### src/rtl/corr_ctrl_pkg.sv
// Opcode, correlation mode and readout state encodings used by the command port and the readout.

package corr_ctrl_pkg;

	// Command opcodes. The value 7 is not assigned and is reported as an error.
	typedef enum logic [2:0] {
		op_nop        = 3'd0,
		op_set_offset = 3'd1, // cmd_arg holds the new tap offset.
		op_set_mode   = 3'd2, // cmd_arg[0] holds the new mode.
		op_run        = 3'd3,
		op_halt       = 3'd4,
		op_clear      = 3'd5,
		op_readout    = 3'd6
	} corr_op_t;

	// Per-channel correlation mode.
	typedef enum logic {
		mode_product    = 1'b0, // Accumulate x times h.
		mode_difference = 1'b1  // Accumulate x minus h.
	} corr_mode_t;

	// Readout engine states.
	typedef enum logic {
		ro_idle   = 1'b0,
		ro_stream = 1'b1
	} readout_state_t;

endpackage

### src/rtl/corr_sizes_pkg.sv
// Default sizes of the autocorrelator and the width rules derived from them, for RTL and testbench.

package corr_sizes_pkg;

	// Number of input channels.
	parameter int default_num_inputs = 4;

	// Lags kept per channel.
	parameter int default_num_lags = 4;

	// Signed sample width in bits.
	parameter int default_sample_width = 4;

	// Signed accumulator width in bits.
	parameter int default_acc_width = 16;

	// Largest tap offset a channel may be set to.
	parameter int default_max_offset = 3;

	// Bits needed to hold any offset from 0 to default_max_offset.
	// A command argument carries one more bit so that out of range offsets can be seen.
	parameter int offset_width =
		(default_max_offset > 0) ? $clog2(default_max_offset + 1) : 1;

endpackage

### src/rtl/autocorrelator_top.sv
// Top level of the multi-channel autocorrelator; sets the sizes and wires decoder, channels and readout.

`timescale 1ns/1ns

module autocorrelator_top #(
	parameter int num_inputs   = corr_sizes_pkg::default_num_inputs,
	parameter int num_lags     = corr_sizes_pkg::default_num_lags,
	parameter int sample_width = corr_sizes_pkg::default_sample_width,
	parameter int acc_width    = corr_sizes_pkg::default_acc_width,
	parameter int max_offset   = corr_sizes_pkg::default_max_offset,
	localparam int offset_width = (max_offset > 0) ? $clog2(max_offset + 1) : 1,
	localparam int line_width   = (num_inputs > 1) ? $clog2(num_inputs) : 1,
	localparam int arg_width    = offset_width + 1
) (
	input  logic                               clk,
	input  logic                               rst_n,
	input  logic                               cmd_strobe,
	input  corr_ctrl_pkg::corr_op_t            cmd_op,
	input  logic [line_width-1:0]              cmd_line,
	input  logic [arg_width-1:0]               cmd_arg,
	input  logic [num_inputs-1:0]              smp_strobe,
	input  logic [num_inputs*sample_width-1:0] smp_data,
	output logic                               cmd_error,
	output logic                               running,
	output logic                               rd_valid,
	output logic signed [acc_width-1:0]        rd_data,
	output logic                               rd_sat,
	output logic                               rd_last
);

	localparam int depth = max_offset + num_lags;

	logic [num_inputs*offset_width-1:0]        tap_offset;
	logic [num_inputs-1:0]                     mode;
	logic                                      clear_pulse;
	logic                                      readout_pulse;
	logic [depth*sample_width-1:0]             history [num_inputs];
	logic [num_inputs*num_lags*acc_width-1:0]  acc_all;
	logic [num_inputs-1:0]                     sat_all;

	command_decoder #(
		.num_inputs(num_inputs),
		.max_offset(max_offset),
		.offset_width(offset_width),
		.line_width(line_width),
		.arg_width(arg_width)
	) u_decoder (
		.clk(clk),
		.rst_n(rst_n),
		.cmd_strobe(cmd_strobe),
		.cmd_op(cmd_op),
		.cmd_line(cmd_line),
		.cmd_arg(cmd_arg),
		.tap_offset(tap_offset),
		.mode(mode),
		.run(running),
		.clear_pulse(clear_pulse),
		.readout_pulse(readout_pulse),
		.cmd_error(cmd_error)
	);

	genvar i;
	for (i = 0; i < num_inputs; i++) begin : g_channel
		sample_delay_line #(
			.sample_width(sample_width),
			.depth(depth)
		) u_delay (
			.clk(clk),
			.rst_n(rst_n),
			.smp_strobe(smp_strobe[i]),
			.smp_in(smp_data[i*sample_width +: sample_width]),
			.history(history[i])
		);

		lag_accumulator #(
			.num_lags(num_lags),
			.sample_width(sample_width),
			.acc_width(acc_width),
			.max_offset(max_offset),
			.offset_width(offset_width)
		) u_acc (
			.clk(clk),
			.rst_n(rst_n),
			.smp_strobe(smp_strobe[i]),
			.smp_in(smp_data[i*sample_width +: sample_width]),
			.history(history[i]),
			.tap_offset(tap_offset[i*offset_width +: offset_width]),
			.mode(corr_ctrl_pkg::corr_mode_t'(mode[i])),
			.run(running),
			.clear_pulse(clear_pulse),
			.acc_vec(acc_all[i*num_lags*acc_width +: num_lags*acc_width]),
			.sat(sat_all[i])
		);
	end

	spectrum_readout #(
		.num_inputs(num_inputs),
		.num_lags(num_lags),
		.acc_width(acc_width)
	) u_readout (
		.clk(clk),
		.rst_n(rst_n),
		.acc_all(acc_all),
		.sat_all(sat_all),
		.readout_pulse(readout_pulse),
		.rd_valid(rd_valid),
		.rd_data(rd_data),
		.rd_sat(rd_sat),
		.rd_last(rd_last)
	);

endmodule

### src/rtl/command_decoder.sv
// Command decoder that holds per-channel offset and mode registers and drives run, clear and readout.

`timescale 1ns/1ns

module command_decoder #(
	parameter int num_inputs   = corr_sizes_pkg::default_num_inputs,
	parameter int max_offset   = corr_sizes_pkg::default_max_offset,
	parameter int offset_width = corr_sizes_pkg::offset_width,
	parameter int line_width   = $clog2(corr_sizes_pkg::default_num_inputs),
	parameter int arg_width    = corr_sizes_pkg::offset_width + 1
) (
	input  logic                               clk,
	input  logic                               rst_n,
	input  logic                               cmd_strobe,
	input  corr_ctrl_pkg::corr_op_t            cmd_op,
	input  logic [line_width-1:0]              cmd_line,
	input  logic [arg_width-1:0]               cmd_arg,
	output logic [num_inputs*offset_width-1:0] tap_offset,
	output logic [num_inputs-1:0]              mode,
	output logic                               run,
	output logic                               clear_pulse,
	output logic                               readout_pulse,
	output logic                               cmd_error
);

	logic offset_bad;

	assign offset_bad = (cmd_arg > max_offset);

	always_ff @(posedge clk or negedge rst_n) begin
		if (!rst_n) begin
			tap_offset    <= '0;
			mode          <= '0; // All channels start in product mode.
			run           <= 1'b0;
			clear_pulse   <= 1'b0;
			readout_pulse <= 1'b0;
			cmd_error     <= 1'b0;
		end else begin
			clear_pulse   <= 1'b0;
			readout_pulse <= 1'b0;
			cmd_error     <= 1'b0;
			if (cmd_strobe) begin
				case (cmd_op)
					corr_ctrl_pkg::op_nop: begin
					end
					corr_ctrl_pkg::op_set_offset: begin
						if (offset_bad) begin
							cmd_error <= 1'b1; // The offset register keeps its value.
						end else begin
							tap_offset[cmd_line*offset_width +: offset_width] <=
								cmd_arg[offset_width-1:0];
						end
					end
					corr_ctrl_pkg::op_set_mode: begin
						mode[cmd_line] <= cmd_arg[0];
					end
					corr_ctrl_pkg::op_run: begin
						run <= 1'b1;
					end
					corr_ctrl_pkg::op_halt: begin
						run <= 1'b0;
					end
					corr_ctrl_pkg::op_clear: begin
						clear_pulse <= 1'b1;
					end
					corr_ctrl_pkg::op_readout: begin
						readout_pulse <= 1'b1; // The readout ignores it while streaming.
					end
					default: begin
						cmd_error <= 1'b1;
					end
				endcase
			end
		end
	end

	// Commands must address an existing channel, or the register write is lost.
	a_line_in_range: assert property (
		@(posedge clk) disable iff (!rst_n)
		cmd_strobe |-> (cmd_line < num_inputs)
	) else $error("Command addresses channel %0d of %0d.", cmd_line, num_inputs);

endmodule

### src/rtl/lag_accumulator.sv
// Accumulates product or difference terms for every lag of one channel and freezes near full scale.

`timescale 1ns/1ns

module lag_accumulator #(
	parameter int num_lags     = corr_sizes_pkg::default_num_lags,
	parameter int sample_width = corr_sizes_pkg::default_sample_width,
	parameter int acc_width    = corr_sizes_pkg::default_acc_width,
	parameter int max_offset   = corr_sizes_pkg::default_max_offset,
	parameter int offset_width = corr_sizes_pkg::offset_width
) (
	input  logic                                  clk,
	input  logic                                  rst_n,
	input  logic                                  smp_strobe,
	input  logic signed [sample_width-1:0]        smp_in,
	input  logic [(max_offset+num_lags)*sample_width-1:0] history,
	input  logic [offset_width-1:0]               tap_offset,
	input  corr_ctrl_pkg::corr_mode_t             mode,
	input  logic                                  run,
	input  logic                                  clear_pulse,
	output logic [num_lags*acc_width-1:0]         acc_vec,
	output logic                                  sat
);

	localparam int depth = max_offset + num_lags;

	// The margin below full scale is larger than any single term, so the add cannot wrap.
	localparam logic signed [acc_width-1:0] sat_limit =
		acc_width'((64'sd1 <<< (acc_width - 1)) - (64'sd1 <<< (2 * sample_width)));

	logic [(depth+1)*sample_width-1:0] taps;
	logic [num_lags-1:0]               frozen;

	// Tap 0 is the incoming sample itself, so lag 0 at offset 0 gives the signal power.
	assign taps = {history, smp_in};

	genvar k;
	for (k = 0; k < num_lags; k++) begin : g_lag
		logic signed [sample_width-1:0]   h;
		logic signed [2*sample_width-1:0] prod;
		logic signed [sample_width:0]     diff;
		logic signed [acc_width-1:0]      term;
		logic signed [acc_width-1:0]      acc;

		assign h    = taps[(tap_offset + k) * sample_width +: sample_width];
		assign prod = smp_in * h;
		assign diff = smp_in - h;
		assign term = (mode == corr_ctrl_pkg::mode_difference) ?
			acc_width'(diff) : acc_width'(prod);

		assign frozen[k] = (acc >= sat_limit) || (acc <= -sat_limit);

		always_ff @(posedge clk or negedge rst_n) begin
			if (!rst_n) begin
				acc <= '0;
			end else if (clear_pulse) begin
				acc <= '0;
			end else if (smp_strobe && run && !frozen[k]) begin
				acc <= acc + term; // History is still the one from before this strobe.
			end
		end

		assign acc_vec[k*acc_width +: acc_width] = acc;
	end

	// Sticky until the next clear, even though a frozen lag never moves again.
	always_ff @(posedge clk or negedge rst_n) begin
		if (!rst_n) begin
			sat <= 1'b0;
		end else if (clear_pulse) begin
			sat <= 1'b0;
		end else if (|frozen) begin
			sat <= 1'b1;
		end
	end

	// The decoder must keep every offset inside the delay line.
	a_offset_in_range: assert property (
		@(posedge clk) disable iff (!rst_n)
		tap_offset <= max_offset
	) else $error("Tap offset %0d exceeds %0d.", tap_offset, max_offset);

endmodule

### src/rtl/sample_delay_line.sv
// Per-channel history of past samples, shifted on the channel's sample strobe and exposed tap by tap.

`timescale 1ns/1ns

module sample_delay_line #(
	parameter int sample_width = corr_sizes_pkg::default_sample_width,
	parameter int depth        = corr_sizes_pkg::default_max_offset +
	                             corr_sizes_pkg::default_num_lags
) (
	input  logic                          clk,
	input  logic                          rst_n,
	input  logic                          smp_strobe,
	input  logic [sample_width-1:0]       smp_in,
	output logic [depth*sample_width-1:0] history
);

	// The lowest slot is tap 1, the sample before the one now arriving.
	always_ff @(posedge clk or negedge rst_n) begin
		if (!rst_n) begin
			history <= '0;
		end else if (smp_strobe) begin
			history[sample_width-1:0] <= smp_in;
			for (int j = 1; j < depth; j++) begin
				history[j*sample_width +: sample_width] <=
					history[(j-1)*sample_width +: sample_width];
			end
		end
	end

endmodule

### src/rtl/spectrum_readout.sv
// Readout engine that snapshots every accumulator and streams the words out one per cycle.

`timescale 1ns/1ns

module spectrum_readout #(
	parameter int num_inputs = corr_sizes_pkg::default_num_inputs,
	parameter int num_lags   = corr_sizes_pkg::default_num_lags,
	parameter int acc_width  = corr_sizes_pkg::default_acc_width
) (
	input  logic                                   clk,
	input  logic                                   rst_n,
	input  logic [num_inputs*num_lags*acc_width-1:0] acc_all,
	input  logic [num_inputs-1:0]                  sat_all,
	input  logic                                   readout_pulse,
	output logic                                   rd_valid,
	output logic signed [acc_width-1:0]            rd_data,
	output logic                                   rd_sat,
	output logic                                   rd_last
);

	localparam int num_words = num_inputs * num_lags;
	localparam int idx_width = (num_words > 1) ? $clog2(num_words) : 1;
	localparam logic [idx_width-1:0] last_idx = idx_width'(num_words - 1);

	corr_ctrl_pkg::readout_state_t state;

	logic [idx_width-1:0]           idx;
	logic [num_words*acc_width-1:0] snap;
	logic [num_inputs-1:0]          sat_snap;
	logic                           start;

	assign start = (state == corr_ctrl_pkg::ro_idle) && readout_pulse;

	always_ff @(posedge clk or negedge rst_n) begin
		if (!rst_n) begin
			state <= corr_ctrl_pkg::ro_idle;
			idx   <= '0;
		end else begin
			case (state)
				corr_ctrl_pkg::ro_idle: begin
					if (readout_pulse) begin
						state <= corr_ctrl_pkg::ro_stream;
						idx   <= '0;
					end
				end
				corr_ctrl_pkg::ro_stream: begin
					if (idx == last_idx) begin
						state <= corr_ctrl_pkg::ro_idle;
					end else begin
						idx <= idx + 1'b1;
					end
				end
				default: begin
					state <= corr_ctrl_pkg::ro_idle;
				end
			endcase
		end
	end

	// Accumulation goes on while the stream runs from this copy.
	always_ff @(posedge clk) begin
		if (start) begin
			snap     <= acc_all;
			sat_snap <= sat_all;
		end
	end

	assign rd_valid = (state == corr_ctrl_pkg::ro_stream);
	assign rd_last  = (state == corr_ctrl_pkg::ro_stream) && (idx == last_idx);
	assign rd_data  = snap[idx*acc_width +: acc_width]; // Channel 0 lag 0 comes first.
	assign rd_sat   = sat_snap[idx / num_lags];

	// The first word is channel 0 lag 0 as it stood when the readout started.
	a_first_word: assert property (
		@(posedge clk) disable iff (!rst_n)
		start |=> rd_valid && (rd_data == $past(acc_all[acc_width-1:0]))
	) else $error("Readout did not open with the snapshot of channel 0 lag 0.");

endmodule

### config.mk
export PLATFORM = sky130hd
export DESIGN_NAME = autocorrelator_top
export DESIGN_NICKNAME = d
export VERILOG_FILES = /design/src/rtl/corr_ctrl_pkg.sv /design/src/rtl/corr_sizes_pkg.sv /design/src/rtl/autocorrelator_top.sv /design/src/rtl/command_decoder.sv /design/src/rtl/lag_accumulator.sv /design/src/rtl/sample_delay_line.sv /design/src/rtl/spectrum_readout.sv
export SDC_FILE = /design/constraint.sdc
export NUM_CORES = 2
export LEC_CHECK = 0
export BUFFER_PORTS_ARGS = -buffer_cell sky130_fd_sc_hd__clkbuf_2
export CAP_MARGIN = 20
export CORE_MARGIN = 1.5
export CORE_UTILIZATION = 45
export CTS_BUF_LIST = sky130_fd_sc_hd__clkbuf_4
export DETAILED_ROUTE_END_ITERATION = 8
export PLACE_DENSITY = 0.72
export SETUP_SLACK_MARGIN = 0.1
export SLEW_MARGIN = 5
export SYNTH_ARGS = -nofsm -noshare
export SYNTH_HDL_FRONTEND = slang
export SYNTH_SLANG_ARGS = --single-unit
### constraint.sdc
create_clock -name clk -period 23.6 [get_ports clk]
set_input_delay 4.72 -clock clk [delete_from_list [all_inputs] [get_ports clk]]
set_output_delay 4.72 -clock clk [all_outputs]
set_load 0.01 [all_outputs]
==> Word-level counts from Yosys, hierarchy flattened <==
Cells that the tools add are included.
Widths: inputs -> output; s select.
{ "classes": {"n_mux": 76, "bitwise": 2, "n_mul": 16, "eq_ne": 9, "n_reduce_logical": 86, "n_shift": 19, "add_sub_neg": 46, "magnitude_cmp": 36} }
{ "ops": {"columns": ["operator", "count"], "rows": [
  ["$mux 16", 48],
  ["$shiftx 32x6->4", 12],
  ["$add 16x16->16", 16],
  ["$ge 16x16->1 const B", 16],
  ["$le 16x16->1 const B", 16],
  ["$shiftx 256x9->16", 1],
  ["$mul 4x4->8", 16],
  ["$shiftx 32x5->4", 4],
  ["$sub 4x4->5", 16],
  ["$reduce_bool 2->1", 21],
  ["$neg 3->34", 1],
  ["$shift 2x34->8 const A", 1],
  ["$shiftx 2x34->8", 1],
  ["$add 2x2->3 const B", 8],
  ["$logic_and 1x1->1", 23],
  ["$mux 1", 18],
  ["$logic_not 1->1", 16],
  ["$logic_or 1x1->1", 16],
  ["$reduce_or 4->1", 4],
  ["$add 2x1->3 const B", 4],
  ["$eq 3x3->1 const B", 3],
  ["$bwmux 8", 1],
  ["$mux 4", 2],
  ["$pmux 4 s2", 1],
  ["17 further kinds", 25]
]} }
{ "word_totals": {"input_bits": 31, "elab_cells": 324, "out_inout_bits": 21, "ff_bits": 653} }

==> Logic depth before layout (Yosys ltp) <==
{ "logic_depth": {"depth_word": 7, "ltp_mapped": 29, "ltp_nobuf": 28} }

==> By module <==
Synthesis repeated with hierarchy kept, for this count alone.
{ "hier_totals": {"hier_cells": 4581, "hier_area_um2": 50823.7} }
{ "by_module_without_submodules": {"columns": ["module", "cells_per_inst", "instances", "area_per_inst_um2"], "rows": [
  ["spectrum_readout", 513, 1, 10377.5],
  ["lag_accumulator at g_channel[1].u_acc", 939, 1, 8772.2],
  ["lag_accumulator at g_channel[0].u_acc", 942, 1, 8770.9],
  ["lag_accumulator at g_channel[3].u_acc", 937, 1, 8749.6],
  ["lag_accumulator at g_channel[2].u_acc", 946, 1, 8748.4],
  ["sample_delay_line", 59, 4, 1142.3],
  ["command_decoder", 68, 1, 835.8]
]} }

==> Least setup slack after synthesis <==
No wires, ideal clock.
{ "synth_path": {"path_kind": "register to register", "startpoint": "reg u_readout.state, in the netlist u_readout.rd_valid", "endpoint": "reg u_readout.idx[0]", "setup_time_ns": 0.150, "n_path_buf": 0, "slack_ns": 10.650, "synth_period_minus_slack_ns": 12.950, "required_ns": 23.450, "arrival_time_ns": 12.800, "stages_incl_launch_ff": 5, "path_cell_list": "dfrtp_1 -> nor2b_1 -> a21oi_1 -> nand2_1 -> o21ai_0"} }
{ "synth_via": {"elab_chain_cells": 3, "word_cells_on_any_way": 5, "cone_classes": "eq/ne: 2; mux: 1; bitwise: 1; reduce/logical: 1"} }
{ "synth_rtl": {"columns": ["element", "line", "rtl"], "rows": [
  ["start: declaration", "spectrum_readout.sv:25", "corr_ctrl_pkg::readout_state_t state;"],
  ["start signal: assignment", "spectrum_readout.sv:36", "state <= corr_ctrl_pkg::ro_idle;"],
  ["start signal: assignment", "spectrum_readout.sv:42", "state <= corr_ctrl_pkg::ro_stream;"],
  ["start signal: assignment", "spectrum_readout.sv:48", "state <= corr_ctrl_pkg::ro_idle;"],
  ["$not 1->1", "spectrum_readout.sv:39", "case (state)"],
  ["$ne 2x2->1 (no line)", null, null],
  ["$reduce_and 2->1 (no line)", null, null],
  ["end signal: assignment", "spectrum_readout.sv:50", "idx <= idx + 1'b1;"],
  ["end: declaration", "spectrum_readout.sv:27", "logic [idx_width-1:0] idx;"]
]} }
Several ways; a longest one is shown, not always the timed one.
A chain may end at the register's enable or synchronous reset.

==> Worst setup path after layout <==
{ "layout_path": {"startpoint": "in smp_data[15]", "endpoint": "reg g_channel[3].u_acc.g_lag[0].acc[15]"} }
{ "layout_via": {"elab_chain_cells": 6, "word_cells_on_any_way": 7, "cone_classes": "add/sub: 2; mul: 1; shift: 1; mux: 3"} }
{ "layout_rtl": {"columns": ["element", "line", "rtl"], "rows": [
  ["start: declaration", "autocorrelator_top.sv:22", "input logic [num_inputs*sample_width-1:0] smp_data,"],
  ["$shiftx 32x5->4", "lag_accumulator.sv:45", "assign h = taps[(tap_offset + k) * sample_width +: sample_width];"],
  ["$mul 4x4->8 or $sub 4x4->5 (tied branches)", "lag_accumulator.sv:46, lag_accumulator.sv:47", null],
  ["$mux 16 (*)", "lag_accumulator.sv:48", "assign term = (mode == corr_ctrl_pkg::mode_difference) ?"],
  ["$add 16x16->16 (*)", "lag_accumulator.sv:59", "acc <= acc + term;"],
  ["$mux 16 (*)", "lag_accumulator.sv:58", "end else if (smp_strobe && run && !frozen[k]) begin"],
  ["$mux 16 (*)", "lag_accumulator.sv:56", "end else if (clear_pulse) begin"],
  ["end signal: assignment", "lag_accumulator.sv:59", null],
  ["end: declaration", "lag_accumulator.sv:43", "logic signed [acc_width-1:0] acc;"]
]} }
Mark *: on every way between the ends. The rest lies on a longest branch, timed or not. The select of a mux whose other input is x is not followed.

==> results.md <==
* Clock root buffer: sky130_fd_sc_hd__clkbuf_4
* Synth-to-layout area growth at 8.57%
* Fin. max-slew vios at 0
* Worst Setup Slack, final at 12.48 ns
* Post-detailed-route DRC marker count at 0
* Vertical die dimension at 336 um
* Setup Crit Path Kind: in2reg
* Switching Power at 0.00381 W
* Final worst path period share at 47.1%
* Synth unique cells at 74
* Drt via density at 5.70
* R2R Setup Slk at 15.23 ns
* Overall global routing resource usage at 21.6%
* Normalized max-slew margin at 23.7%
* Sw Ratio at 46.0%
* Core outline area at 110000 um2
* Post-synthesis cell count at 4681
* Maximum clock frequency at 89.9 MHz
* Standby leakage power at 23.8 nW
* Flip-flop and latch count after synthesis at 637
* Maximum number of pins on one net before global-route repair at 182
* Proportion of layout cells with a drive suffix above 1 at 13.9%
* Buffers inserted during post-CTS setup optimization at 0
* Proportion of synthesized flip-flops having asynchronous set or reset at 59.2%
* TritonRoute pass-1 iters at 7
* Unrepaired setup endpoints after global routing: false
* Number of nets in the layout at 5610
* Hold Fails Final Rpt at 0
* Placement row count at 122
* Post-CTS clock slew at the launch and capture registers of the worst setup and hold paths at 0.07 ns
* Power share of the sequential group at 23.6%
* Slowest stage cell on the critical path: sky130_fd_sc_hd__a221oi_1
* Combinational share of power at 63.8%
* Run status: complete, no violations
* Worst-skew pair later-pin latency at 1.09 ns
* Final setup TNS at 0 ns
* Share of the core filled with cells at 49.1%
* CTS hold repair buffers at 0
* Seq/Total Area, Yosys at 34.5%
* Part of the power in the clock network at 12.6%
* Number of buffers added on ports at 51
* Highest-count cells in the layout ignoring fill and taps: 582 x sky130_fd_sc_hd__ha_1, 410 x sky130_fd_sc_hd__nor2_1, 373 x sky130_fd_sc_hd__dfrtp_1
* Max FO, Critical Path at 15
* Maximum level of the CTS H-tree at 4
* Post-route total power at 0.00829 W
* Clock tree from TritonCTS: yes
* Slew of the pin with the lowest slew margin at 1.14 ns
* Post-DP HPWL at 90800 um
* Number of endpoints failing setup at the final stage at 0
* Final WL at 121000 um
* Initial Utilization at 45.2%
* CP Capture Type: register
* Post-synth net total at 5470
* Number of antenna violations at the first check in global routing at 6
* Via count at 36.9k
* Most instantiated flip-flop cell in the synthesis netlist: sky130_fd_sc_hd__dfrtp_1
* TritonCTS buffer count at 175
* Cell seen most often among critical-path stages: sky130_fd_sc_hd__fa_1
* Cell internal pwr at 0.00448 W
* Pre-CTS setup slack at 11.49 ns
* Average instance area after synthesis at 10.7 um2
* Via count of the first global-routing pass at 36.5k
* Peak VDD IR at 0.0000656 V
* Violation count after the first detailed-route iteration at 2521
* Routed len/inst at 18.7 um
* DIE WIDTH at 336 um
* Number of synthesized flops with an enable pin at 260
* Total of fill cells in the finished design at 9942
* Number of warnings issued by yosys at 0
* Number of clock sinks at 637
* Die area at 113000 um2
* Wire length of the first global-routing pass at 195000 um
* Io pins at 52
* Max-cap viol count at 0
* Startpoint kind of the worst setup timing path: primary input
* Post-route antenna net violation count at 0
* Endpoint required time on the critical path at 24.51 ns
* Commonest non-fill, non-tap cell in the layout: sky130_fd_sc_hd__ha_1
* Largest incremental delay on the critical path at 0.62 ns
* PD cells at 153 nW/um2
* Type of the most critical hold path: reg2reg
* RePlAce Congestion at 0.897
* Post-CTS sizing at 0
* Number of buffers on the longest clock path at 3
* Post-Syn Area at 49900 um2
* Worst clock skew at 0.0636 ns
* Global route overflow at 0
* Post-layout min period at 11.12 ns
* Critical Path AT at 12.03 ns
==> registers in the layout, summed over array words and instances (netlist names) <==
signal / count
g_channel.u_acc.g_lag.acc: 256
u_readout.snap: 256
g_channel.u_delay.history: 96
u_decoder.tap_offset: 8
g_channel.u_acc.sat: 4
u_decoder.mode: 4
u_readout.idx: 4
u_readout.sat_snap: 4
u_decoder.clear_pulse: 1
u_decoder.cmd_error: 1
u_decoder.readout_pulse: 1
u_decoder.run: 1
u_readout.rd_valid: 1
==> synthesized netlist by cell type (13+ instances only) <==
library cell | n | share of area, %
sky130_fd_sc_hd__ha_1 | 582 | 15
sky130_fd_sc_hd__nor2_1 | 410 | 3.1
sky130_fd_sc_hd__dfrtp_1 | 377 | 19
sky130_fd_sc_hd__nand2_1 | 321 | 2.4
sky130_fd_sc_hd__inv_1 | 314 | 2.4
sky130_fd_sc_hd__a21oi_1 | 270 | 2.7
sky130_fd_sc_hd__edfxtp_1 | 260 | 16
sky130_fd_sc_hd__xnor2_1 | 236 | 4.1
sky130_fd_sc_hd__o21ai_0 | 196 | 2.0
sky130_fd_sc_hd__fa_1 | 176 | 7.1
sky130_fd_sc_hd__mux2_2 | 150 | 3.4
sky130_fd_sc_hd__a22o_1 | 119 | 2.1
sky130_fd_sc_hd__mux4_2 | 112 | 5.1
sky130_fd_sc_hd__a21o_1 | 95 | 1.4
sky130_fd_sc_hd__clkbuf_1 | 95 | 0.71
sky130_fd_sc_hd__xor2_1 | 83 | 1.5
sky130_fd_sc_hd__mux2i_1 | 61 | 1.2
sky130_fd_sc_hd__nand3_1 | 58 | 0.58
sky130_fd_sc_hd__nor3_1 | 57 | 0.57
sky130_fd_sc_hd__nor4_1 | 49 | 0.61
sky130_fd_sc_hd__nand4_1 | 48 | 0.60
sky130_fd_sc_hd__o21a_1 | 46 | 0.69
sky130_fd_sc_hd__o21bai_1 | 44 | 0.66
sky130_fd_sc_hd__and2_1 | 43 | 0.54
sky130_fd_sc_hd__nand2b_1 | 43 | 0.54
sky130_fd_sc_hd__nor2b_1 | 38 | 0.48
sky130_fd_sc_hd__a211oi_1 | 34 | 0.51
sky130_fd_sc_hd__o211ai_1 | 29 | 0.44
sky130_fd_sc_hd__or4_1 | 29 | 0.44
sky130_fd_sc_hd__a31oi_1 | 26 | 0.33
sky130_fd_sc_hd__buf_1 | 23 | 0.17
sky130_fd_sc_hd__nand3b_1 | 23 | 0.35
sky130_fd_sc_hd__nand4b_1 | 21 | 0.37
sky130_fd_sc_hd__nor4b_1 | 21 | 0.37
sky130_fd_sc_hd__o22ai_1 | 15 | 0.19
sky130_fd_sc_hd__o31ai_1 | 14 | 0.21
sky130_fd_sc_hd__a32o_1 | 13 | 0.26
==> layout make-up <==
| type | count | area (um2) | share of cell area (%) |
|---|---|---|---|
| antenna | 6 | 15.0 | 0.0277 |
| clock buffer | 258 | 1940 | 3.57 |
| clock inverter | 67 | 388 | 0.716 |
| inverter | 316 | 1190 | 2.19 |
| multi-input combinational | 3600 | 31000 | 57.2 |
| sequential | 637 | 17200 | 31.8 |
| tap | 1488 | 1860 | 3.44 |
| timing repair buffer | 91 | 586 | 1.08 |
==> layer usage <==
metal	global-route usage (%)	part of all wire, %	routed length (um)
met5	0	0	0
met4	7.68	2.8	3380
met3	3.88	7.0	8410
met2	34.3	46	55500
met1	29.6	44	53400
==> power groups by stage <==
| stage | sequential (W) | combinational (W) | clock [W] |
|---|---|---|---|
| floorplan | 0.00175 | 0.00429 | 0 |
| detailed placement | 0.00197 | 0.00523 | 0 |
| global route | 0.00200 | 0.00592 | 0.00113 |
| CTS | 0.00195 | 0.00526 | 0.00107 |
| finish | 0.00196 | 0.00529 | 0.00105 |
| global placement | 0.00196 | 0.00508 | 0 |
==> final timing paths <==
check | cells after the start | to | start
hold / removal | 0 | u_readout.snap[32] | g_channel[0].u_acc.g_lag[2].acc[0]
setup reg to reg | 26 | g_channel[3].u_acc.g_lag[3].acc[15] | u_decoder.tap_offset[6]
hold reg to reg | 0 | u_readout.snap[32] | g_channel[0].u_acc.g_lag[2].acc[0]
setup / recovery | 27 | g_channel[3].u_acc.g_lag[0].acc[15] | smp_data[15]
min in group asynchronous | 1 | g_channel[1].u_acc.g_lag[1].acc[10] | rst_n
max in group asynchronous | 3 | g_channel[2].u_delay.history[15] | rst_n
==> critical path: cells and delay by family <==
family	cells	cell delay, ns
xor gates and xnor gates	3	0.57
adders and majority gates	6	2.46
buffers and inverters	3	0.46
and+or+nand+nor	9	2.00
muxes	1	0.21
AOI/OAI and AO/OA	5	1.58
==> through the flow <==
stage               hold WS [ns]  std cells  instance area [um2]
floorplan                  0.426       4681                49900
global placement           0.467       6119                51800
detailed placement         0.486       6119                51800
CTS                        0.475       6444                54100
global route               0.506       6461                54200
finish                     0.483       6463                54200
==> cells by family (layout without fill, tap and decap cells) <==
family	after synthesis	after routing	synth area share (%)
adder cells (fa/ha/maj)	758	758	21.6
buffers and inverters	444	732	3.43
AO/OA/AOI/OAI	982	982	13.2
XOR/XNOR	321	321	5.67
AND/OR/NAND/NOR	1212	1212	11.7
other	0	6	0
flip-flops	637	637	34.5
multiplexers	327	327	9.80
Note: power is estimated with default switching activity, not from simulation.
